## config.mk

```make
export PLATFORM = sky130hd
export DESIGN_NAME = loader_shift
export DESIGN_NICKNAME = d
export VERILOG_FILES = /design/src/board_pkg.sv /design/src/loader_shift.sv
export SDC_FILE = /design/constraint.sdc
export NUM_CORES = 1
export LEC_CHECK = 0
export ABC_AREA = 1
export BUFFER_PORTS_ARGS = -buffer_cell sky130_fd_sc_hd__buf_2
export CORE_AREA = 2 2 63 65
export CTS_CLUSTER_SIZE = 30
export DETAILED_ROUTE_END_ITERATION = 10
export DIE_AREA = 0 0 65 67
export GPL_TIMING_DRIVEN = 0
export HOLD_SLACK_MARGIN = 0.03
export PLACE_DENSITY = 0.73
export SYNTH_ARGS = -nofsm -noshare
export SYNTH_HDL_FRONTEND = slang
export SYNTH_SLANG_ARGS = --single-unit
```

## constraint.sdc

```tcl
create_clock -name clk -period 3.6 [get_ports clk]
set_clock_uncertainty 0.15 [all_clocks]
set_input_delay 0.72 -clock clk [delete_from_list [all_inputs] [get_ports clk]]
set_output_delay 0.72 -clock clk [all_outputs]
set_load 0.005 [all_outputs]
```

## src/board_pkg.sv

```systemverilog
/*
 * Shared constants for the board shell: memory geometry, loader framing,
 * LED widths and I/O map, heartbeat period and display width.
 * Other files refer to these by scoped name.
 */
package board_pkg;

	// Memory geometry
	localparam int mem_addr_bits = 10;	// 1024 words
	localparam int word_bits = 32;		// Memory and I/O word

	// Serial loader frame: address word then data word, MSB first
	localparam int loader_frame_bits = 64;

	// LED banks
	localparam int red_led_bits = 18;
	localparam int green_led_bits = 9;	// Top bit is the heartbeat

	// I/O register map
	localparam int io_addr_red = 0;
	localparam int io_addr_green = 1;

	// Cycles between heartbeat toggles
	localparam int heartbeat_ticks = 1000;

	// Segments per display digit
	localparam int seg_bits = 7;

endpackage

```

## src/loader_shift.sv

```systemverilog
/*
 * Serial program loader. Collects strobed bits MSB first into a frame of
 * one address word and one data word, then pulses a memory write strobe
 * the cycle after the last bit arrives.
 */
`timescale 1ns/1ps

module loader_shift (
	input  logic clk,
	input  logic reset,
	input  logic bit_strobe,
	input  logic bit_in,
	output logic we,
	output logic [board_pkg::mem_addr_bits-1:0] waddr,
	output logic [board_pkg::word_bits-1:0] wdata
);

	logic [board_pkg::loader_frame_bits-1:0] frame;	// Address in upper half
	logic [$clog2(board_pkg::loader_frame_bits)-1:0] bit_count;
	logic last_bit;

	// Strobed bit completes the frame
	assign last_bit = bit_strobe && (bit_count ==
		($clog2(board_pkg::loader_frame_bits))'(board_pkg::loader_frame_bits - 1));

	always_ff @(posedge clk)
	begin
		if (bit_strobe)
			frame <= {frame[board_pkg::loader_frame_bits-2:0], bit_in};	// MSB first
	end

	always_ff @(posedge clk)
	begin
		if (reset)
		begin
			bit_count <= '0;
			we <= 1'b0;
		end
		else
		begin
			we <= last_bit;	// One-cycle pulse after 64th bit
			if (last_bit)
				bit_count <= '0;	// Restart for next frame
			else if (bit_strobe)
				bit_count <= bit_count + 1'b1;
		end
	end

	// Word index from the address half, upper address bits dropped
	assign waddr = frame[board_pkg::word_bits +: board_pkg::mem_addr_bits];
	assign wdata = frame[board_pkg::word_bits-1:0];

endmodule

```

# --- Yosys cells after proc, flatten, opt, wreduce, memory -nomap -nowiden ---
# Cells that the tools add are included.
classes:
  n_addsub: 1
  n_eq_ne: 1
  n_reduce_logical: 2
op_table:
  columns: ["operator", "n"]
  rows:
  - ["$add 6x1->6 const B", 1]
  - ["$eq 6x6->1 const B", 1]
  - ["$reduce_or 2->1", 1]
  - ["$logic_and 1x1->1", 1]
totals:
  regBits: 49
  input_bits: 4
  output_inout_bits: 43
  word_cells: 7

# --- Longest topological paths before layout ---
logic_depth:
  word_depth: 3
  depth_mapped: 6

# --- Least setup slack after synthesis ---
# Ideal clock, no wire load.
synth_timing:
  path_kind: "input -> register"
  from: "in bit_strobe"
  to: "reg bit_count[3] (netlist bit)"
  setup_ns: 0.115
  arrival_time_ns: 1.075
  t_required_ns: 3.335
  slack_ns: 2.260
  path_stages: 5
  path_buffers: 0
  cell_sequence: "nand2_2 > nor2_4 > nand2_2 > nand2_2 > nor2_1"
synth_via:
  elab_chain_cells: 2
synth_rtl:
  columns: ["item", "line", "source"]
  rows:
  - ["start: declaration", "loader_shift.sv:11", "input logic bit_strobe,"]
  - ["$logic_and 1x1->1", "loader_shift.sv:23", "assign last_bit = bit_strobe && (bit_count =="]
  - ["$reduce_or 2->1 (no source line)", null, null]
  - ["end signal: assignment", "loader_shift.sv:45", "bit_count <= bit_count + 1'b1;"]
  - ["end: declaration", "loader_shift.sv:19", "logic [$clog2(board_pkg::loader_frame_bits)-1:0] bit_count;"]
# Parallel ways exist; a longest one is shown, timed or not.
# A chain may end at the register's enable or synchronous reset.

# --- Worst setup path after layout ---
layout_timing:
  from: "in bit_strobe"
  to: "reg bit_count[0] (netlist bit)"
# The elaborated chain is that of the path after synthesis.

==> metrics.txt <==
cells on worst reg2reg path 6; hold path start frame[25]; placed standard-cell area 1870 µm²; Hold Fails Final Rpt 0; Period minus WS final 2010 ps; CTS Root Cell clkbuf_8; Synth cell types 15; Global Route Usage Sum 0.122; CP Data Arrival Time 2050 ps; RSZ-0062 raised after global routing false; hpwl dp 1630 µm; CTS buffer count 5; # clock sinks 49; top cells by area, synth edfxtp_1 80%, dfxtp_1 8.9%, nand2_2 1.6%; initial antenna violation count 0; main flop type after synthesis edfxtp_1; initial cell density of the core 0.437; Core Region 3610 µm²; Max Freq 0.496 GHz; hold bufs inserted after CTS 0; Cell Pwr Density 512 nW/µm²; Yosys warning count 0; number of global-route vias before repair 800; final net count 137; worst skew pair latency 290 ps; layout cells sized above 1 0.439; Diodes inserted 0; dpl ws 1220 ps; Worst R2R Setup Slack 2280 ps; sequential element share of the synthesized area 0.889; reg-to-reg startpoint bit_count[0]; Syn Nets 84; Synth async-reset ratio 0; global routing's busiest layer met2; period utilization 0.560; Yosys reg bits 49; Syn Inst Count between 70 and 80; setup tns final 0 ps; Pleak 0.772 nW; met3 Use GR 0.0422; status completed; MaxCap Viol Count 0; GP Congestion 0.684; wire length per cell between 10 and 15 µm; pin count of the biggest net entering global routing 47; class of the worst hold path reg2reg; Post-synth EDFFs 42; syn_area_per_cell 20.0 µm²; Pins Over Slew Limit 0; H-tree Lvls 2; Port Buffers 46; peak supply drop 264 µV; clock buffer depth 2; ANT nets after route 0; worst setup margin 1590 ps; drt first pass iters 4; full die area around 4400 µm²; DIE HEIGHT 67 µm; largest area contributor in the netlist edfxtp_1; Max-slew headroom 0.355; via/cell ratio between 4 and 5; startpoint types primary input; final WL 2400 µm; Post-synth top cells 42 x edfxtp_1, 7 x dfxtp_1, 6 x nor2_1; Post-CTS Setup Repair Bufs 0; M2 GR Usage 0.182; grt ovf 0; design area 1940 µm²; most instantiated library cell after synthesis edfxtp_1; Rows 22; CTS tree done; clock slew at reported path FFs around 80 ps; Synth top area share 0.800; area grow syn2layout 23.3%; worst slew pin tran 967 ps; grt met1 use 0.150; # resized after CTS 0; crit path kind in2reg; die width 65 µm; Hold EP frame[26]; # DRC 0; # setup viols final 0; worst reg2reg path endpoint bit_count[0]; global-route wire length before repair 3720 µm; starting DRC count in detailed routing 56; vias after detailed routing 839; Max FO, Critical Path 46; nature of the critical path endpoint flip-flop; Min-Delay Path Depth 0; CP required 3640 ps; Synth Cell Area 1580 µm²; io pins 47
sequential cells by signal, indices dropped and copies added, names as in the netlist:
name,flops
frame,42
we,1
bit_count,6
worst max-delay path, cell delays in order:
cell	delay [ps]
buf_2	720
nand2_2	170
nor2_4	160
nand2_2	80
nand2_2	120
nor3_1	60
area by class of cell:
| type | count | area [µm²] |
|---|---|---|
| timing repair buffer | 46 | 230 |
| tap | 48 | 60.1 |
| clock inverter | 1 | 3.75 |
| fill | 301 | 1660 |
| sequential | 49 | 1400 |
| inverter | 4 | 15.0 |
| clock buffer | 6 | 72.6 |
| multi-input combinational | 26 | 160 |
report_power, final:
group	total, mW	switching [mW]	internal, mW
Sequential	0.665	0.0150	0.650
Combinational	0.0458	0.0256	0.0202
Clock	0.284	0.153	0.131
per-stage QoR:
stage               instances  hold slack [ps]  power (mW)   util
finish                    180              298       0.994  0.539
global route              180              307        1.04  0.539
CTS                       180              299        1.01  0.539
detailed placement        173              276       0.724  0.518
global placement          173              279       0.721  0.518
floorplan                  79              302       0.684      -
layer usage:
layer / vias to the layer above / routed length (µm)
li1: 388 / -
met1: 404 / 1110
met2: 41 / 1070
met3: 6 / 171
met4: 0 / 50
met5: - / 0
how the worst max path moves through the flow:
stage	start	to	slack, ps	cells after the start
2_1_floorplan	bit_strobe	bit_count[3]	2260	5
3_3_place_gp	bit_strobe	bit_count[1]	1310	6
3_5_place_dp	bit_strobe	bit_count[0]	1220	6
4_1_cts	bit_strobe	bit_count[0]	1570	6
5_1_grt	bit_strobe	bit_count[0]	1430	6
6_report	bit_strobe	bit_count[0]	1590	6
cells in the final DEF (no fill, tap or decap):
cell type / count
a21oi_1: 1
buf_2: 46
clkbuf_1: 1
clkbuf_8: 5
clkinv_1: 1
dfxtp_1: 7
edfxtp_1: 42
ha_1: 1
inv_1: 4
mux2i_1: 1
nand2_1: 4
nand2_2: 4
nand3_1: 2
nor2_1: 6
nor2_2: 1
nor2_4: 2
nor3_1: 1
xnor2_1: 2
xor2_1: 1
kinds of logic after synthesis:
group,share of synthesized area
simple gates,0.0675
buf+inv,0.00952
compound gates,0.00317
mux,0.00635
fa+ha+maj,0.00794
flops,0.889
xor+xnor,0.0167
Note: power is estimated with default switching activity, not from simulation.
