[src/board_pkg.sv]
/*
 * Shared constants for the board shell: memory geometry, loader framing,
 * LED widths and I/O map, heartbeat period and display width.
 * Other files refer to these by scoped name.
 */
package board_pkg;

	// Memory geometry
	localparam int mem_addr_bits = 10;	// 1024 words
	localparam int word_bits = 32;		// Memory and I/O word

	// Serial loader frame: address word then data word, MSB first
	localparam int loader_frame_bits = 64;

	// LED banks
	localparam int red_led_bits = 18;
	localparam int green_led_bits = 9;	// Top bit is the heartbeat

	// I/O register map
	localparam int io_addr_red = 0;
	localparam int io_addr_green = 1;

	// Cycles between heartbeat toggles
	localparam int heartbeat_ticks = 1000;

	// Segments per display digit
	localparam int seg_bits = 7;

endpackage

[src/hex_display.sv]
/*
 * Four-digit seven-segment driver. Each nibble of the input maps to
 * segments a..g on bits 0..6, driven active low. hex0 is the low nibble.
 */
`timescale 1ns/1ps

module hex_display (
	input  logic [15:0] value,
	output logic [board_pkg::seg_bits-1:0] hex0,
	output logic [board_pkg::seg_bits-1:0] hex1,
	output logic [board_pkg::seg_bits-1:0] hex2,
	output logic [board_pkg::seg_bits-1:0] hex3
);

	// Active-high segment pattern for one hex digit
	function automatic logic [board_pkg::seg_bits-1:0] seg_decode(input logic [3:0] nibble);
		case (nibble)
			4'h0: seg_decode = 7'h3f;
			4'h1: seg_decode = 7'h06;
			4'h2: seg_decode = 7'h5b;
			4'h3: seg_decode = 7'h4f;
			4'h4: seg_decode = 7'h66;
			4'h5: seg_decode = 7'h6d;
			4'h6: seg_decode = 7'h7d;
			4'h7: seg_decode = 7'h07;
			4'h8: seg_decode = 7'h7f;
			4'h9: seg_decode = 7'h6f;
			4'ha: seg_decode = 7'h77;
			4'hb: seg_decode = 7'h7c;	// Lower case b
			4'hc: seg_decode = 7'h39;
			4'hd: seg_decode = 7'h5e;	// Lower case d
			4'he: seg_decode = 7'h79;
			default: seg_decode = 7'h71;	// F
		endcase
	endfunction

	// Segments are lit by a low level
	assign hex0 = ~seg_decode(value[3:0]);
	assign hex1 = ~seg_decode(value[7:4]);
	assign hex2 = ~seg_decode(value[11:8]);
	assign hex3 = ~seg_decode(value[15:12]);

endmodule

[config.mk]
export PLATFORM = sky130hd
export DESIGN_NAME = hex_display
export DESIGN_NICKNAME = d
export VERILOG_FILES = /design/src/board_pkg.sv /design/src/hex_display.sv
export SDC_FILE = /design/constraint.sdc
export NUM_CORES = 1
export LEC_CHECK = 0
export CAP_MARGIN = 25
export CELL_PAD_IN_SITES_DETAIL_PLACEMENT = 1
export CELL_PAD_IN_SITES_GLOBAL_PLACEMENT = 2
export CORE_MARGIN = 8
export CORE_UTILIZATION = 37
export DETAILED_ROUTE_END_ITERATION = 8
export DONT_BUFFER_PORTS = 1
export GPL_TIMING_DRIVEN = 0
export PLACE_DENSITY = 0.91
export SETUP_SLACK_MARGIN = 0.02
export SLEW_MARGIN = 20
export SYNTH_ARGS = -nofsm -noshare
export SYNTH_HDL_FRONTEND = slang
export SYNTH_SLANG_ARGS = --single-unit
[constraint.sdc]
create_clock -name vclk -period 1.55
set_input_delay 0.31 -clock vclk [all_inputs]
set_output_delay 0.31 -clock vclk [all_outputs]
set_load 0.02 [all_outputs]
======== Word-level counts from Yosys, hierarchy flattened ========
Memories as Yosys holds them, arrays and structs flattened.
Cells that the tools add are included.
storage, ports and cells
  flip-flop bits (word level) ............. 0
  bits in read-only memories .............. 448
  output and inout port bits .............. 28
  logic and storage cells ................. 8
  memories kept ........................... 4
operators by class
  bitwise gates (word level) .............. 4
memory list
  name             depth  bits a word  rd ports  clocked after Yosys merged registers in  wr ports  RTL line           RTL
  (no name shown)  16     7            1         0                                        0         hex_display.sv:17  case (nibble)
  (no name shown)  16     7            1         0                                        0         hex_display.sv:17
  (no name shown)  16     7            1         0                                        0         hex_display.sv:17
  (no name shown)  16     7            1         0                                        0         hex_display.sv:17
operators by type and width
  kind       number
  7-bit NOT  4

======== Logic depth before layout (Yosys ltp) ========
An unclocked memory read counts as a cell.
  word-level depth ........................ 2
  mapped depth ............................ 5
  depth with buffers taken out ............ 5

======== Worst setup path before layout ========
Ideal clock, no wire load.
  kind .................................... in2out
  from .................................... in value[12]
  to ...................................... out hex3[4] in the netlist's numbering
  data arrival time ....................... 1.263 ns
  slack ................................... -0.023 ns
  stages .................................. 4
  buffers on the path ..................... 0
  cells stage by stage .................... inv_1 ha_1 nor2b_1 o32ai_1
on the way
  word-level cells in the longest chain between the ends .. 2
RTL lines
  element            RTL line           RTL
  from (decl)        hex_display.sv:8   input logic [15:0] value,
  memory 16 x 7 bit  --
  7-bit NOT          hex_display.sv:41  assign hex3 = ~seg_decode(value[15:12]);
  to (decl)          hex_display.sv:12  output logic [board_pkg::seg_bits-1:0] hex3
No other way between the ends.

======== Worst setup path in the final report ========
  from .................................... in value[4]
  to ...................................... out hex1[3] in the netlist's numbering
on the way
  word-level cells in the longest chain between the ends .. 2
RTL lines
  element            RTL line           RTL
  memory 16 x 7 bit  --
  7-bit NOT          hex_display.sv:39  assign hex1 = ~seg_decode(value[7:4]);
  to (decl)          hex_display.sv:10  output logic [board_pkg::seg_bits-1:0] hex1,
No other way between the ends.

==> out/metrics.yaml <==
status:
  status: "finished, violations left"
  violations: "setup timing"
setup_path:
  critPathArrivalTime_ns: 1.30
  path_max_fanout: 5
  cp.required_ns: 1.24
  path_class: "in2out"
  worstSetupEndpointType: "output port"
  cp_slowest_cell: "mux4_2"
  cpPeakStageDelay_ns: 0.53
  startpoint_type: "input port"
  path_cells: "clkinvlp_4 -> ha_4 -> inv_2 -> mux4_2"
timing:
  min_period_ns: 1.61
  setup_violations: 5
  worst_slack_ns: -0.0620
  relSlewSlack_pct: 52.3
  final_max_slew_viol_count: 0
  rsz0062_at_grt: "true"
  worstMarginPinSlew_ns: 0.710
  final_hold_viol_count: 0
  max_freq_mhz: 620
  whs_ns: 0.774
  fin_crit_sh_pct: 104
placement:
  portBuffers: 0
  placed_area_sq_um: 1080
  gp_congestion: 0.798
  dp.final_hpwl_mm: 2.46
global_route:
  antenna_found_initial: 0
  grt_pass1_vias: 1001
  gr-total-overflow: 0
  grt_usage_pct: 13.0
  grt_pass1_wl_mm: 4.92
  grt_max_degree: 11
yosys:
  ys.warnings.count: 0
  synth_area_leaders: "ha_1 (30%), mux2i_1 (8.0%), a22o_1 (6.1%)"
  syn-cell-area_sq_um: 1000
  ys_types: 22
  yosys.area.top_type_share_pct: 30.0
  syn_inst: 122
  synthTopCellsByCount: "ha_1 (24), inv_1 (12), nor2_1 (11)"
  synth_nets: 162
  synth_area_leader_cell: "ha_1"
  yosysMostFrequentCell: "ha_1"
  seq_area_frac_synth_pct: 0
  synth.avg_cell_area_sq_um: 8.21
detailed_routing:
  postRouteAntennaNets: 0
  via_per_inst: 5.80
  firstDrtPassIters: 4
  avgRoutedWirePerCell_microns: 19.5
  drc: 0
  drtIter0Drc: 12
  vias: 910
  totalWireLength_mm: 3.06
layout:
  seqCellArea_sq_um: 0
  n_clock_buffer: 0
  area.growth.synth_to_final_pct: 29.2
  nFlopsAndLatches: 0
  nFillCells: 319
  insertedDiodeCount: 0
  drive_above_1_share_pct: 35.7
  layout.nets: 168
  final_cell_area_sq_um: 1290
  multi_input_area_sq_um: 1100
floorplanning:
  coreArea_sq_um: 2660
  num_rows: 19
  die_h_microns: 68.0
  io_pins: 44
  die_area_sq_um: 4630
  start_util_pct: 37.6
  die_w_microns: 68.0
worst_hold_path:
  hold_path_class: "in2out"
  holdPathStages: 1
power:
  power.leakage_nw: 0.539
  irDropWorstVdd_uv: 157
  p_per_area_nw_per_um2: 315
clock_tree:
  cts_hold_buf: 0
job:
  maxCapViolations: 0
==> per-stage QoR <==
stage,std cells,setup WS [ns],utilization (%),power [mW],setup TNS (ns)
floorplan,122,0.0474,-,0.294,0
global placement,153,-0.00899,40.5,0.330,-0.0136
detailed placement,153,-0.0434,40.5,0.347,-0.225
CTS,157,-0.0247,44.9,0.376,-0.0575
global route,157,-0.0863,48.6,0.441,-0.330
finish,157,-0.0620,48.6,0.407,-0.109
==> placed cells by master (no fill, tap or decap) <==
| cell type | count |
|---|---|
| and2_1 | 2 |
| nor2_2 | 1 |
| ha_2 | 2 |
| o32ai_4 | 3 |
| nor2b_1 | 9 |
| a22o_1 | 7 |
| a32o_1 | 4 |
| inv_1 | 6 |
| inv_2 | 2 |
| nand2_1 | 9 |
| or3b_4 | 3 |
| nor2_1 | 11 |
| mux4_2 | 4 |
| a31oi_2 | 1 |
| or3b_1 | 1 |
| ha_1 | 16 |
| a31oi_1 | 1 |
| o32ai_2 | 1 |
| mux2i_1 | 8 |
| o31ai_1 | 1 |
| o21ai_4 | 3 |
| o31ai_2 | 2 |
| mux2_1 | 2 |
| o21ai_2 | 1 |
| buf_2 | 4 |
| buf_6 | 5 |
| ha_4 | 6 |
| nand2b_1 | 2 |
| o21ai_1 | 2 |
| buf_4 | 3 |
| clkinvlp_4 | 4 |
==> cell type report <==
cell class         count  share of cell area [%]
well taps             31                    3.00
plain buffers          8                    4.44
inverters             12                    4.64
repair buffers         4                    3.19
multi-input cells    102                    84.7
==> worst max-delay path, delay by kind of cell <==
family                     cells  cell delay, ns
adders and majority gates      1            0.31
muxes                          1            0.53
buffers and inverters          2            0.16
==> per-layer routing <==
metal  track usage (%)  up-vias  share of wire, %
li1                  -      448                 -
met1              11.6      439                33
met2              28.8       23                60
met3              3.44        0               7.4
met4                 0        0                 0
met5                 0        -                 0
==> worst paths after layout <==
check | from | to | slack [ns]
max | value[4] | hex1[3] | -0.06
min | value[1] | hex0[6] | 0.77
==> what timing repair did <==
| item | CTS | global route |
|---|---|---|
| pin swaps | 2 | 2 |
| setup endpoints to repair | 12 | 12 |
| gates resized for setup | 17 | 16 |
| setup buffers | 4 | 0 |
==> cells by family after synthesis <==
family	share of synthesized area, %
buffers and inverters	10.2
multiplexers	20.0
adder cells (fa/ha/maj)	30.0
AO/OA/AOI/OAI	20.1
AND/OR/NAND/NOR	19.7
==> report_power, final <==
part | internal (mW) | switching, mW
clock | 0 | 0
combinational | 0.162 | 0.245
sequential | 0 | 0
total | 0.162 | 0.245
No activity file was read; power rests on OpenSTA's default activity.
