### config.mk
export PLATFORM = sky130hd
export DESIGN_NAME = status_leds
export DESIGN_NICKNAME = d
export VERILOG_FILES = /design/src/board_pkg.sv /design/src/status_leds.sv
export SDC_FILE = /design/constraint.sdc
export NUM_CORES = 1
export LEC_CHECK = 0
export ABC_AREA = 0
export BUFFER_PORTS_ARGS = -buffer_cell sky130_fd_sc_hd__buf_2
export CORE_MARGIN = 8
export CORE_UTILIZATION = 40
export CTS_CLUSTER_DIAMETER = 120
export DETAILED_ROUTE_END_ITERATION = 10
export PLACE_DENSITY_LB_ADDON = 0.05
export SLEW_MARGIN = 15
export SYNTH_ARGS = -nofsm -noshare
export SYNTH_HDL_FRONTEND = slang
export SYNTH_SLANG_ARGS = --single-unit
### constraint.sdc
create_clock -name clk -period 1.58 [get_ports clk]
set_input_delay 0.158 -clock clk [delete_from_list [all_inputs] [get_ports clk]]
set_output_delay 0.158 -clock clk [all_outputs]
set_load 0.01 [all_outputs]
### src/board_pkg.sv
/*
 * Shared constants for the board shell: memory geometry, loader framing,
 * LED widths and I/O map, heartbeat period and display width.
 * Other files refer to these by scoped name.
 */
package board_pkg;

	// Memory geometry
	localparam int mem_addr_bits = 10;	// 1024 words
	localparam int word_bits = 32;		// Memory and I/O word

	// Serial loader frame: address word then data word, MSB first
	localparam int loader_frame_bits = 64;

	// LED banks
	localparam int red_led_bits = 18;
	localparam int green_led_bits = 9;	// Top bit is the heartbeat

	// I/O register map
	localparam int io_addr_red = 0;
	localparam int io_addr_green = 1;

	// Cycles between heartbeat toggles
	localparam int heartbeat_ticks = 1000;

	// Segments per display digit
	localparam int seg_bits = 7;

endpackage

### src/status_leds.sv
/*
 * LED registers written through the I/O port, plus the heartbeat.
 * Address 0 loads the red bank, address 1 the low green bits; the top
 * green bit toggles from a free-running down-counter.
 */
`timescale 1ns/1ps

module status_leds (
	input  logic clk,
	input  logic reset,
	input  logic io_write,
	input  logic [board_pkg::word_bits-1:0] io_addr,
	input  logic [board_pkg::word_bits-1:0] io_data,
	output logic [board_pkg::red_led_bits-1:0] red_led,
	output logic [board_pkg::green_led_bits-1:0] green_led
);

	logic [board_pkg::green_led_bits-2:0] green_reg;	// Software bits
	logic heartbeat;
	logic [$clog2(board_pkg::heartbeat_ticks)-1:0] hb_count;

	// I/O write decode
	always_ff @(posedge clk)
	begin
		if (reset)
		begin
			red_led <= '0;
			green_reg <= '0;
		end
		else if (io_write)
		begin
			if (io_addr == board_pkg::io_addr_red)
				red_led <= io_data[board_pkg::red_led_bits-1:0];
			else if (io_addr == board_pkg::io_addr_green)
				green_reg <= io_data[board_pkg::green_led_bits-2:0];
			// Other addresses ignored
		end
	end

	// Heartbeat, toggles once per period
	always_ff @(posedge clk)
	begin
		if (reset)
		begin
			hb_count <= ($clog2(board_pkg::heartbeat_ticks))'(board_pkg::heartbeat_ticks - 1);
			heartbeat <= 1'b0;
		end
		else if (hb_count == '0)
		begin
			hb_count <= ($clog2(board_pkg::heartbeat_ticks))'(board_pkg::heartbeat_ticks - 1);
			heartbeat <= !heartbeat;
		end
		else
			hb_count <= hb_count - 1'b1;
	end

	assign green_led = {heartbeat, green_reg};

endmodule

# Word-level counts from Yosys, hierarchy flattened
# Cells that the tools add are included.
[word_totals] latchBits=0 regBits=37 mem_bits_ro=0 ramBits=0 in_bits=67 mem_count=0
[classes] n_bitwise=1 multipliers=0 n_reduce_logical=6 n_lt_le_gt_ge=0 eq_ne=1 muxes=0 n_addsub=1 shifts=0 div=0
[ops] operator="32-bit by 1-bit == test with 1-bit output (second input constant)" count=1
[ops] operator="32-bit logical NOT" count=1
[ops] operator="10-bit logical NOT" count=1
[ops] operator="10-bit by 1-bit subtractor with 10-bit output (second input constant)" count=1
[ops] operator="3-bit AND reduction" count=1
[ops] operator="2-bit AND reduction" count=1
[ops] operator="2-bit OR reduction" count=1
[ops] operator="1-bit logical NOT" count=1
[ops] operator="1-bit NOT" count=1

# Longest topological paths before layout
[depth] depth_word=3 mapped_depth=6 mapped_depth_nobuf=6

# Worst setup path after synthesis
# Ideal clock, no wire load.
[synth_path] path_kind="flip-flop to flip-flop" startpoint="register hb_count[0] (netlist bit)" endpoint="register hb_count[4] (netlist bit)" arrival_ns=1.542 slack_ns=-0.088 synth_period_minus_slack_ns=1.668 path_buffers=0 stages_incl_launch_ff=7 setup_time_ns=0.126 required_ns=1.454 path_cell_list="dfxtp_1 -> inv_1 -> ha_1 -> or4b_1 -> nor3_2 -> nor2_1 -> a21boi_0"
[synth_via] elab_chain_cells=2
[synth_rtl] element="start: declaration" line="status_leds.sv:20" text="logic [$clog2(board_pkg::heartbeat_ticks)-1:0] hb_count;"
[synth_rtl] element="start signal: assignment" line="status_leds.sv:45" text="hb_count <= ($clog2(board_pkg::heartbeat_ticks))'(board_pkg::heartbeat_ticks - 1);"
[synth_rtl] element="start signal: assignment" line="status_leds.sv:50" text="hb_count <= ($clog2(board_pkg::heartbeat_ticks))'(board_pkg::heartbeat_ticks - 1);"
[synth_rtl] element="start signal: assignment" line="status_leds.sv:54" text="hb_count <= hb_count - 1'b1;"
[synth_rtl] element="branches (longest 2 deep; another with 10-bit by 1-bit subtractor with 10-bit output)"
# Several ways; the timed one is not identified.
# A chain may end at the register's enable or synchronous reset.

# Final worst setup path
[layout_path] startpoint="register hb_count[1] (netlist bit)" endpoint="register hb_count[8] (netlist bit)"
# Same word-level chain as after synthesis.

==> summary by stage <==
Run status
The run finished, with violations left. The checks that failed: negative setup slack.

Synthesis
Yosys attributes the largest share of cell area to sky130_fd_sc_hd__dfxtp_1 44%, sky130_fd_sc_hd__nand2b_1 17%, sky130_fd_sc_hd__mux2i_1 15%. Each instance of the synthesized netlist takes up on average between 10 and 15 um2. Among all flip-flop cells after synthesis, the most frequent one is sky130_fd_sc_hd__dfxtp_1. The number of synthesized register bits is 37. sky130_fd_sc_hd__dfxtp_1 takes more of the synthesized area than any other cell.

The fraction of synthesized cell area taken by the top area cell type is 43.53%. The mapped netlist covers 0.001702 mm2. By count the netlist is led by 46 x sky130_fd_sc_hd__nand2b_1, 37 x sky130_fd_sc_hd__dfxtp_1, 26 x sky130_fd_sc_hd__mux2i_1, 8 x sky130_fd_sc_hd__nand2_1, 7 x sky130_fd_sc_hd__xnor2_1. Synthesis produced a netlist with a net count of between 200 and 250. The number of distinct library cell variants in the gate-level netlist after synthesis is 27. Summing the sequential cell areas from Yosys gives 43.53% of the chip area. Yosys mapped a number of flops with a built-in enable equal to 0. For this run, the number of Yosys warnings is 0. Synthesis handed over a netlist of 165 instances. Of all flip-flops after synthesis, the portion carrying an async set or reset was 0%. The most numerous cell in the Yosys netlist is sky130_fd_sc_hd__nand2b_1.

Critical path
The worst-path cell with the longest stage delay is sky130_fd_sc_hd__or4b_4. For the worst setup path, the data arrival time is between 1500 and 2000 ps. The most critical setup path has its startpoint at hb_count[1]$_SDFF_PP1_. By startpoint and endpoint, the worst setup path is classified as reg -> reg. The worst reg2reg path endpoint is hb_count[8]$_SDFF_PP1_. The worst setup path is launched from a flip-flop.

The largest single stage delay on the critical path is 490 ps. The worst endpoint required time is roughly 1800 ps. The signal on the critical path passes through inv_2 > ha_4 > or4b_4 > buf_6 > nor4_4 > xnor2_1 > nand2b_1. The nature of the critical path endpoint is a flip-flop. Measured in cells, the most critical reg-to-reg path has a length of 7. Following the worst setup path forward leads to its endpoint at hb_count[8]$_SDFF_PP1_. The maximum fanout encountered on the critical timing path is 3. Setup slack on the worst reg-to-reg path comes out at -30 ps. The worst flop-to-flop path startpoint is hb_count[1]$_SDFF_PP1_.

Clock network
Counting the buffers created by CTS gives 5. The maximum buffer depth of the clock tree is 2. TritonCTS built the clock tree.

The clock slew seen by the registers of the worst setup and hold paths is 70 ps. The clock tree synthesis step divided the H-tree into 2 levels. The number of buffers added to fix hold violations after cts is 0. The clock root buffer master is sky130_fd_sc_hd__clkbuf_8. Clock tree synthesis found a total of 37 sinks. The clock latency at the later pin of the worst-skew pair is 280 ps.

Timing
The number of hold violations in the final report is 0. Headroom to the max-slew limit came out at 59.91%. Timing would allow up to 620.0 MHz. Setup violations remaining at the end of the flow were counted as 8.

The max-slew violation total from the final report is 0. The share of the clock period used by the worst path after layout is 102.1%. At the pin with the least slew margin, the transition time is 601.4 ps. Across all hold checks on the routed design, the worst slack comes to 132.7 ps. Setup repair after global routing could not meet its margin everywhere. The clock arrives with 3.412 ps of skew. The time the final worst path needs with I/O delays and setup is 1613 ps. In the post-route analysis, the smallest setup slack over all paths is -32.96 ps.

Placement
The number of placed cells counting well taps is 295. The number of input and output port buffers inserted is 79. Detailed placement finished with a half-perimeter wire length of 3478 um. At the end of routability-driven placement, the weighted congestion stood at approximately 0.84.

Die
The initial core utilization is 41.94%. Pin placement for this block handled 94 I/O pins. The placeable core area is 0.004058 mm2. The floorplan has 23 rows. The die covers approximately 0.0066 mm2. The height of the die is 81.23 um. The chip width is approximately 81 um.

Cells and area
The fraction of final layout cells sized beyond drive strength 1 is slightly below 50%. Once layout is complete, the cells apart from fillers number slightly above 300. Once layout is complete, the utilization of the core stands at between 50% and 60%. The number of antenna diodes in the final layout is 0. The register with the most flip-flops in the layout has 18 of them. The synthesis-to-finish area growth is 40.66%.

For this run, the post-layout net count is approximately 330.

GRT
The number of antenna violations at the first check in global routing was 0. The number of global-route vias before repair was 1,498. The pin count of the biggest net entering global routing is 50.

The overflow left after global routing is 0. The total routing resource utilization after global routing is 13.51%. The first global-routing pass estimated 6948 um of wire.

Min path
The path class of the lowest-slack min-delay path is in -> reg.

Routing
The routed layout has 1,468 vias. The detail-routed via count per cell is about 4.8. The remaining antenna violation count after routing is 0. In the final routed layout, each cell accounts on average for 14.79 um. The routed wire length is 4569 um. The number of iterations in the first detailed-routing pass is 4. For this run, design rule violations remaining after detail routing come to 0. The detailed router finished its first iteration with 21 violations.

Power
The leakage power summed over all cells is ~1.1 nW. Across the VDD grid, the largest voltage drop is 0.4567 mV. Dividing total power by cell area gives a power density of around 730 mW/mm2.

Run
Across the run, the number of max-cap violations was 0.
## cells by family after synthesis
logic type,share of synthesized area [%]
flip-flops,43.53
AND/OR/NAND/NOR,31.47
multiplexers,15.29
AO/OA/AOI/OAI,1.324
buffers and inverters,4.044
XOR/XNOR,3.603
adder cells (fa/ha/maj),0.7352
## how the worst min path moves through the flow
stage,from,end,slack [ps],cells past startpoint
detailed placement,io_data[11],red_led[11]$_SDFFE_PP0P_,430,3
global route,io_data[10],red_led[10]$_SDFFE_PP0P_,130,3
floorplan,io_data[10],red_led[10]$_SDFFE_PP0P_,310,2
global placement,io_data[17],red_led[17]$_SDFFE_PP0P_,420,3
finish,io_data[10],red_led[10]$_SDFFE_PP0P_,130,3
CTS,io_data[10],red_led[10]$_SDFFE_PP0P_,120,3
## power breakdown
group	total (W)	switching [W]	internal (W)
sequential	0.000946	0.00000615	0.000940
combinational	0.000170	0.0000697	0.0000999
clock	0.000630	0.000324	0.000306
total	0.00175	0.000400	0.00135
## worst max-delay path, delay by kind of cell (launching register included)
family,cells,cell delay (ps)
and+or+nand+nor,3,700
DFF,1,330
buffers and inverters,2,210
xor gates and xnor gates,1,140
adders and majority gates,1,120
## cell usage in the layout, fill, tap and decap left out, drive strengths merged, types with 2 or more instances in the layout
master	instances
buf	94
clkbuf	6
clkinv	2
dfxtp	37
inv	3
mux2i	26
nand2	8
nand2b	46
nand4	2
nor2	6
nor3	3
nor4	9
or4	3
xnor2	7
## per-stage QoR
step / setup TNS [ps] / cell area, um2 / setup slack (ps) / power [W]
floorplan: 0 / 1718 / 11.23 / 0.001029
global placement: -462.0 / 2195 / -35.98 / 0.001109
detailed placement: -1812 / 2195 / -109.1 / 0.001116
CTS: -101.9 / 2376 / -22.10 / 0.001772
global route: -711.2 / 2394 / -110.7 / 0.001827
finish: -89.46 / 2394 / -32.96 / 0.001746
## area by class of cell
cell class | instances | area (um2)
clock buffer | 6 | 72.57
sequential | 37 | 743.2
clock inverter | 2 | 10.01
inverter | 3 | 11.26
multi-input combinational | 117 | 978.4
timing repair buffer | 94 | 515.5
tap | 50 | 62.56
fill | 373 | 1664
## routing by layer
metal | up-vias | global-route usage (%) | wire length, um
met5 | - | 0 | 0
met4 | 0 | 4.821 | 39
met3 | 4 | 4.967 | 476
met2 | 53 | 24.30 | 2308
met1 | 667 | 14.09 | 1745
li1 | 744 | - | -
## timing repair
action	in CTS	in global routing
gates resized for setup	18	2
hold endpoints to repair	0	0
pin swaps	6	0
setup endpoints to repair	7	10
setup buffers	5	1
No activity file was read; power rests on OpenSTA's default activity.
