===== config.mk =====
export PLATFORM = sky130hd
export DESIGN_NAME = read_master_flat
export DESIGN_NICKNAME = d
export VERILOG_FILES = /design/src/board_pkg.sv /design/src/axi_read_if.sv /design/src/read_master.sv /design/src/flat_wrapper.sv
export SDC_FILE = /design/constraint.sdc
export NUM_CORES = 1
export LEC_CHECK = 0
export ABC_CLOCK_PERIOD_IN_PS = 2200
export BUFFER_PORTS_ARGS = -buffer_cell sky130_fd_sc_hd__buf_2
export CAP_MARGIN = 5
export CELL_PAD_IN_SITES_DETAIL_PLACEMENT = 0
export CELL_PAD_IN_SITES_GLOBAL_PLACEMENT = 1
export CORE_MARGIN = 4
export CORE_UTILIZATION = 32
export CTS_CLUSTER_SIZE = 10
export DETAILED_ROUTE_END_ITERATION = 10
export GPL_ROUTABILITY_DRIVEN = 0
export PLACE_DENSITY = 0.86
export SETUP_SLACK_MARGIN = 0.1
export SLEW_MARGIN = 40
export SYNTH_ARGS = -nofsm -noshare
export SYNTH_HDL_FRONTEND = slang
export SYNTH_SLANG_ARGS = --single-unit

===== constraint.sdc =====
create_clock -name clk -period 2.2 [get_ports clk]
set_input_delay 0.22 -clock clk [delete_from_list [all_inputs] [get_ports clk]]
set_output_delay 0.22 -clock clk [all_outputs]
set_load 0.03 [all_outputs]

===== src/board_pkg.sv =====
/*
 * Shared constants for the board shell: memory geometry, loader framing,
 * LED widths and I/O map, heartbeat period and display width.
 * Other files refer to these by scoped name.
 */
package board_pkg;

	// Memory geometry
	localparam int mem_addr_bits = 10;	// 1024 words
	localparam int word_bits = 32;		// Memory and I/O word

	// Serial loader frame: address word then data word, MSB first
	localparam int loader_frame_bits = 64;

	// LED banks
	localparam int red_led_bits = 18;
	localparam int green_led_bits = 9;	// Top bit is the heartbeat

	// I/O register map
	localparam int io_addr_red = 0;
	localparam int io_addr_green = 1;

	// Cycles between heartbeat toggles
	localparam int heartbeat_ticks = 1000;

	// Segments per display digit
	localparam int seg_bits = 7;

endpackage


===== src/axi_read_if.sv =====
/*
 * AXI-style read address and read data channels between the read master
 * and the memory. Transfers happen on edges where valid and ready are high.
 */
`timescale 1ns/1ps

interface axi_read_if;

	logic [board_pkg::word_bits-1:0] araddr;	// Byte-free word address
	logic arvalid;
	logic arready;
	logic [board_pkg::word_bits-1:0] rdata;
	logic rvalid;
	logic rready;

	modport master(output araddr, output arvalid, input arready,
		input rdata, input rvalid, output rready);

	modport slave(input araddr, input arvalid, output arready,
		output rdata, output rvalid, input rready);

endinterface


===== src/read_master.sv =====
/*
 * Read master on behalf of the external requester. A read strobe becomes
 * one address transfer and one data transfer; rd_done pulses three cycles
 * after the strobe and rd_data holds the word until the next read.
 */
`timescale 1ns/1ps

module read_master (
	input  logic clk,
	input  logic reset,
	input  logic rd_strobe,
	input  logic [board_pkg::mem_addr_bits-1:0] rd_addr,
	output logic rd_done,
	output logic [board_pkg::word_bits-1:0] rd_data,
	axi_read_if.master ar
);

	logic wait_data;	// Data state; arvalid marks the address state
	logic idle;

	assign idle = !ar.arvalid && !wait_data;
	assign ar.rready = 1'b1;	// Never stalls the slave

	// Request address, zero extended
	always_ff @(posedge clk)
	begin
		if (idle && rd_strobe)
			ar.araddr <= {{(board_pkg::word_bits - board_pkg::mem_addr_bits){1'b0}}, rd_addr};
	end

	always_ff @(posedge clk)
	begin
		if (reset)
		begin
			ar.arvalid <= 1'b0;
			wait_data <= 1'b0;
			rd_done <= 1'b0;
			rd_data <= '0;
		end
		else
		begin
			rd_done <= 1'b0;
			if (idle && rd_strobe)
				ar.arvalid <= 1'b1;	// Strobes in flight are dropped
			else if (ar.arvalid && ar.arready)
			begin
				ar.arvalid <= 1'b0;
				wait_data <= 1'b1;
			end
			else if (wait_data && ar.rvalid)
			begin
				wait_data <= 1'b0;
				rd_data <= ar.rdata;	// Kept for the display
				rd_done <= 1'b1;
			end
		end
	end

endmodule


===== src/flat_wrapper.sv =====
// flat-port wrapper written by rule: the top's interface ports become plain ports
module read_master_flat 
  (clk, reset, rd_strobe, rd_addr, rd_done, rd_data, ar_araddr, ar_arvalid, ar_arready, ar_rdata, ar_rvalid, ar_rready);
  axi_read_if ar_i ();
  input  logic clk;
  input  logic reset;
  input  logic rd_strobe;
  input  logic [board_pkg::mem_addr_bits-1:0] rd_addr;
  output logic rd_done;
  output logic [board_pkg::word_bits-1:0] rd_data;
  output wire logic [$bits(ar_i.araddr)-1:0] ar_araddr;
  output wire logic [$bits(ar_i.arvalid)-1:0] ar_arvalid;
  input wire logic [$bits(ar_i.arready)-1:0] ar_arready;
  input wire logic [$bits(ar_i.rdata)-1:0] ar_rdata;
  input wire logic [$bits(ar_i.rvalid)-1:0] ar_rvalid;
  output wire logic [$bits(ar_i.rready)-1:0] ar_rready;
  assign ar_araddr = ar_i.araddr;
  assign ar_arvalid = ar_i.arvalid;
  assign ar_i.arready = ar_arready;
  assign ar_i.rdata = ar_rdata;
  assign ar_i.rvalid = ar_rvalid;
  assign ar_rready = ar_i.rready;
  read_master u_core (.clk(clk), .reset(reset), .rd_strobe(rd_strobe), .rd_addr(rd_addr), .rd_done(rd_done), .rd_data(rd_data), .ar(ar_i));
endmodule

; ---- Word level (Yosys, flattened, before mapping)
; Cells that the tools add are included.
[op_classes]
n_mux = 5
bitwise_logic = 2
n_reduce_logical = 11
[ops]
columns = cell, n
row1 = 1-bit 2-to-1 mux, 5
row2 = 1-bit logical AND, 4
row3 = 2-bit nonzero test, 2
row4 = 3-bit AND reduction, 1
row5 = 3-bit OR reduction, 1
row6 = 1-bit zero test, 2
row7 = 1-bit inverter, 2
row8 = 2-bit AND reduction, 1
[totals]
ff_bits = 45
out_inout_bits = 67
elab_cells = 23

; ---- Longest topological paths before layout
; Gate-level depths: netlist (run 1).
[logic_depth]
depth_word = 5
mapped_depth = 5
ltp_nobuf = 3

; ---- Worst setup path before layout (run 1)
; Ideal clock, no wire load.
[synth_path]
path_type = flip-flop to flip-flop
start = register u_core.ar.arvalid
end = register u_core.ar.araddr[0], enable pin
arrival_ps = 1340
required_time_ps = 1805
setup_slack_ps = 465
stages_incl_launch_ff = 2
synth_period_minus_slack_ps = 1735
path_cell_list = dfxtp_1 nor3b_1
[synth_via]
elab_chain_len = 3
[synth_lines]
columns = item, line
row1 = start: declaration, axi_read_if.sv:16  ; modport master(output araddr, output arvalid, input arready,
row2 = start signal: assignment, read_master.sv:35  ; ar.arvalid <= 1'b0;
row3 = start signal: assignment, read_master.sv:44  ; ar.arvalid <= 1'b1;
row4 = start signal: assignment, read_master.sv:47  ; ar.arvalid <= 1'b0;
row5 = 1-bit zero test, read_master.sv:21  ; assign idle = !ar.arvalid && !wait_data;
row6 = 1-bit logical AND, read_master.sv:21
row7 = 1-bit logical AND, read_master.sv:27  ; if (idle && rd_strobe)
row8 = end signal: assignment, read_master.sv:28  ; ar.araddr <= {{(board_pkg::word_bits - board_pkg::mem_addr_bits){1'b0}}, rd_addr};
row9 = end: declaration, axi_read_if.sv:16
; Every way passes these cells.
; A chain may end at the register's enable or synchronous reset.

; ---- Worst setup path after layout (run 1)
[layout_path]
start = register u_core.ar.arvalid
end = register u_core.rd_data[21] (netlist name)
[layout_via]
elab_chain_len = 5
word_cells_on_any_way = 7
classes_between = 2 x bitwise / 5 x reduce/logical
[layout_lines]
columns = item, line
row1 = 1-bit zero test, read_master.sv:21
row2 = 1-bit logical AND, read_master.sv:21
row3 = 1-bit logical AND, read_master.sv:43  ; if (idle && rd_strobe)
row4 = 1-bit inverter (no source line), n/a
row5 = 3-bit AND reduction (no source line) *, n/a
row6 = end signal: assignment, read_master.sv:53  ; rd_data <= ar.rdata;
row7 = end: declaration, read_master.sv:14  ; output logic [board_pkg::word_bits-1:0] rd_data,
; Every way passes the cells marked *; elsewhere a longest branch is shown, timed or not.

==> impl_metrics.ini, run 1 <==
[worst_setup_path]
slowest_delay_ns = 0.39
crit_slowest_cell = and3_2
reg2reg_from = u_core.ar.arvalid
endpoint_kind = flip-flop
crit_start = u_core.ar.arvalid
critPathMaxFanout = 14
path_cells = nand2_1 > and3_2 > buf_4 > mux2i_1
critical_path_class = reg -> reg
critical_path.startpoint_type = flip-flop
crit_arrival_ns = 1.65
required_ns = 2.42

[yosys]
seq_area_frac_synth = 0.489
ys_async_sr_fraction = 0
yosysMostFrequentCell = nand2b_1
yosys_warnings = 0
synthTopCellsByCount = 65 x nand2b_1, 35 x dfxtp_1, 32 x mux2i_1
synth_top_family_by_area = simple AND/OR/NAND/NOR gates
synthMuxAreaShare = 0.156
synthesis.area_mm2 = 0.00205
synthFlopType = dfxtp_1
synth-simple-area-share = 0.212
yosys.area.top_type = dfxtp_1
ys_ff_latch = 45
synth-compound-area-share = 0.00489
synth_edf_count = 10
synth_xor_area_frac = 0
yosysUniqueCellTypes = 17
synth_top_area_share = 0.342
avgSynthCellArea_um2 = 11.0
yosys.area_share.adder = 0
synth.area.top_cells = dfxtp_1 34%, nand2b_1 20%, mux2i_1 16%
synthesis.instances = 186

[cts]
cts_buffer_depth = 2
cts_hold_buffers = 0
cts_made_buffers = 5
root_buffer = clkbuf_8
insertion_delay_ns = 0.29
cts.repair.resized = 0
clk_pin_slew_ns = 0.08
clock_sinks = 45
cts_tree = yes
cts_max_level = 2
cts_setup_buffers = 0

[final_layout]
drive_gt1_frac = 0.372
finish.utilization = 0.422
antenna_cells = 0
regArea_mm2 = 0.00100
fin_nets = 320
num-fill-cells = 609
multi_input_area_um2 = 852
areaGrowthSynthToFinish_pct = 25.0

[grt]
antenna_found_initial = 0
grt-ovfl-total = 0
grt_pass1_vias = 1332
track_usage = 0.0974
grt_max_degree = 68
grt_pass1_wl_um = 5900

[run_status]
status = complete, no violations

[floorplanning]
fp.dieW_um = 88.0
die_area_mm2 = 0.00774
std_cell_rows = 28
coreArea_mm2 = 0.00606
initial_core_util = 0.338
die_h_um = 88.0
boundaryPins = 114

[power_and_ir_drop]
power.internal_mw = 1.40
pwr-share-clk = 0.392
p_switching_uw = 434
p_per_area_mw_per_mm2 = 718
p_comb_frac = 0.130
leakage_nw = 1.15
vdd_ir_drop_max_mv = 0.266
pwr-share-seq = 0.478
swShare = 0.236
power.total_mw = 1.84

[routing]
vias = 1407
routed_via_density = 4.03
first_iter_violations = 43
routed_wl_um = 3900
routedWlPerCell_um = 11.2
firstDrtPassIters = 4
remaining_drc_errors = 0
ant_nets = 0

[timing]
setup_viol = 0
rsz0062_at_grt = false
fin_crit_sh = 0.650
worst_hold_slack_ns = 0.0985
fmax_mhz = 699
hold_viol_final = 0
fin_crit_ns = 1.43
setup_ws_ns = 0.769
clock_skew_ns = 0.00555
timing.final.max_slew_violations = 0
tns_ns = 0

[worst_hold_path]
hp-class = in -> reg
hp-start = rd_addr[0]

[place]
hpwl_um = 2900
dp_slack_ns = 0.738
io_buffer_count = 90

[flow_run]
drv_cap = 0
==> path summary, 6_finish.rpt <==
check	to	slack [ns]	cells past startpoint
setup / recovery	u_core.rd_data[21]	0.77	4
hold / removal	u_core.ar.araddr[0]	0.1	1
hold reg to reg	u_core.rd_data[10]	0.47	2
setup reg to reg	u_core.rd_data[21]	0.77	4
==> flip-flops by register name, summed over array words and instances (netlist names) <==
signal	count
u_core.rd_data	32
u_core.ar.araddr	10
u_core.ar.arvalid	1
u_core.rd_done	1
u_core.wait_data	1
==> cell usage in the layout, fill, tap and decap left out <==
master / count
nor2b_1: 1
nor3b_1: 1
bufinv_16: 2
and3_2: 1
nand2b_1: 65
buf_2: 89
edfxtp_1: 10
conb_1: 23
inv_1: 1
clkinv_2: 1
buf_4: 4
a21oi_1: 2
nor2_1: 1
nand2_1: 1
mux2i_1: 32
clkbuf_8: 5
dfxtp_1: 35
==> logic make-up after synthesis <==
logic type | after synthesis
multiplexers | 32
buffers and inverters | 35
flip-flops | 45
other | 2
AO/OA/AOI/OAI | 2
AND/OR/NAND/NOR | 70
==> final cells by class <==
class	count	share of cell area
flip-flops and latches	45	0.391
multi-input cells	127	0.333
repair buffers	93	0.186
well taps	75	0.0367
clock buffers	5	0.0269
clock inverters	3	0.0254
inverters	1	0.00147
==> through the flow <==
step | area [µm²] | cells
after CTS | 2560 | 349
final | 2560 | 349
after global placement | 2420 | 341
after detailed placement | 2420 | 341
after global routing | 2560 | 349
after floorplan | 2130 | 207
==> routing by layer <==
metal,track usage,wire length [µm],share of wire
met5,0,0,0
met4,0.0460,36,0.0092
met3,0.0254,352,0.090
met2,0.180,2000,0.51
met1,0.102,1510,0.39
==> worst max-delay path, delay by kind of cell, from the launching register on <==
kind	cells	cell delay [ns]
simple gates	2	0.47
flops	1	0.33
buf+inv	1	0.33
mux	1	0.21
==> power by group through the flow <==
stage               combinational (mW)  clock, mW  sequential (mW)
floorplan                        0.155          0            0.948
global placement                 0.239          0            0.898
detailed placement               0.242          0            0.898
CTS                              0.242      0.752            0.879
global route                     0.258      0.781            0.882
finish                           0.239      0.720            0.879
Power figures use the tool's default switching activity.
==> run 2: changes to the inputs <==
Settings changed: ABC_CLOCK_PERIOD_IN_PS 2200 to 1150, CORE_UTILIZATION 32 to 29, PLACE_DENSITY 0.86 to 0.83.
Clock period 2.2 ns to 1.15 ns, I/O delays scaled along.
==> run 2 against run 1 <==
Net effect:
- sequential cell count stayed put
- first-iteration DRC count is 65% lower
- die area is 9.4% higher
- clock power is 49% higher
- routed wire length is 6.9% higher
- non-clock buffer count is 12 higher
- global-route usage is 0.093 points lower
==> impl_metrics.ini, run 2 (synthesis gave the netlist of run 1 again) <==
[worst_setup_path]
endpoint_kind = flip-flop
critical_path_class = reg -> reg
critical_path.startpoint_type = flip-flop
crit_arrival_ns = 1.34
critPathMaxFanout = 20
path_cells = nand2_2 > and3_4 > buf_12 > mux2i_1
crit_slowest_cell = dfxtp_4
required_ns = 1.37
slowest_delay_ns = 0.37

[grt]
grt_max_degree = 68
grt_pass1_vias = 1424
track_usage = 0.0964
grt-ovfl-total = 0
grt_pass1_wl_um = 6500
antenna_found_initial = 0

[timing]
clock_skew_ns = 0.00479
hold_viol_final = 0
timing.final.max_slew_violations = 0
setup_viol = 0
fin_crit_sh = 0.974
rsz0062_at_grt = true
worst_hold_slack_ns = 0.0710
setup_ws_ns = 0.0298
fmax_mhz = 893
fin_crit_ns = 1.12

[final_layout]
multi_input_area_um2 = 873
num-fill-cells = 706
largest_reg_flops = 32
antenna_cells = 0
reg_top3 = u_core.rd_data: 32 flops, u_core.ar.araddr: 10 flops
areaGrowthSynthToFinish_pct = 34.8
drive_gt1_frac = 0.378
final_cell_mix = 90 x buf_2, 65 x nand2b_1, 33 x dfxtp_1
regArea_mm2 = 0.00101
fin_cells = 382
final_common_cell = buf_2
fin_area_mm2 = 0.00276
largest_register = u_core.rd_data
fin_nets = 332

[routing]
routedWlPerCell_um = 10.9
ant_nets = 0
remaining_drc_errors = 0
routed_via_density = 3.80
routed_wl_um = 4160
vias = 1452
firstDrtPassIters = 4
first_iter_violations = 15

[cts]
clk_pin_slew_ns = 0.08
cts_tree = yes
cts_made_buffers = 5
cts_setup_buffers = 0
root_buffer = clkbuf_8
clock_sinks = 45
insertion_delay_ns = 0.29
cts_max_level = 2
cts_buffer_depth = 2

[place]
io_buffer_count = 90
hpwl_um = 3020
dp.cells = 363
dp_slack_ns = 0.0401
placed_area_mm2 = 0.00253

[power_and_ir_drop]
p_per_area_mw_per_mm2 = 1190
vdd_ir_drop_max_mv = 0.561
leakage_nw = 1.22
pwr-share-clk = 0.325
p_comb_frac = 0.161
power.internal_mw = 2.44
swShare = 0.257
pwr-share-seq = 0.514
power.total_mw = 3.28
p_switching_uw = 843

[floorplanning]
die_h_um = 92.0
boundaryPins = 114
fp.dieW_um = 92.0
std_cell_rows = 30
die_area_mm2 = 0.00847
initial_core_util = 0.300
coreArea_mm2 = 0.00683

[worst_hold_path]
hp-class = in -> reg

[flow_run]
drv_cap = 0

[run_status]
status = complete, no violations
[run 2: cell types whose count changed in the layout (fill, tap and decap cells not counted), sizes merged]
| cell | before | now |
|---|---|---|
| buf | 93 | 94 |
| bufinv | 2 | 0 |
| clkbuf | 5 | 8 |
| dlygate4sd3 | 0 | 10 |
[run 2: path summary, 6_finish.rpt]
| check | from | depth (start not counted) | end | slack [ns] |
|---|---|---|---|---|
| worst max-delay path | u_core.ar.arvalid | 4 | u_core.rd_data[29] | 0.03 |
| worst min-delay path | ar_rdata[30] | 3 | u_core.rd_data[30] | 0.07 |
| worst max register to register | u_core.ar.arvalid | 4 | u_core.rd_data[29] | 0.03 |
| worst min register to register | u_core.rd_data[30] | 2 | u_core.rd_data[30] | 0.47 |
[run 2: worst max-delay path: cells and delay by family, from the launching register on]
kind,cells,cell delay [ns]
buf+inv,1,0.18
mux,1,0.21
flops,1,0.37
simple gates,2,0.28
[run 2: what timing repair did]
item	in CTS	in global routing
setup endpoints to repair	32	43
hold buffers	9	1
pin swaps	0	1
cloned	0	1
gates resized for setup	0	2
hold endpoints to repair	9	1
[run 2: layer usage]
metal | global-route usage | part of all wire | wire (µm)
met1 | 0.0960 | 0.41 | 1700
met2 | 0.178 | 0.51 | 2110
met3 | 0.0410 | 0.078 | 325
met4 | 0.0334 | 0.0050 | 21
met5 | 0 | 0 | 0
[run 2: power by group through the flow]
stage / Sequential [mW] / Clock [mW] / Combinational [mW]
floorplan: 1.82 / 0 / 0.301
global placement: 1.72 / 0 / 0.484
detailed placement: 1.72 / 0 / 0.492
CTS: 1.69 / 1.14 / 0.515
global route: 1.69 / 1.20 / 0.569
finish: 1.69 / 1.07 / 0.530
[run 2: final cells by class]
type | count | area share
Sequential cell | 45 | 0.364
Multi-Input combinational cell | 127 | 0.316
Timing Repair Buffer | 105 | 0.237
Tap cell | 96 | 0.0435
Clock buffer | 7 | 0.0353
Clock inverter | 1 | 0.00181
Inverter | 1 | 0.00136
[run 2: per-stage QoR]
step | utilization | setup TNS (ns)
finish | 0.404 | 0
global route | 0.404 | -0.479
CTS | 0.398 | 0
detailed placement | 0.370 | 0
global placement | 0.370 | 0
floorplan | - | 0
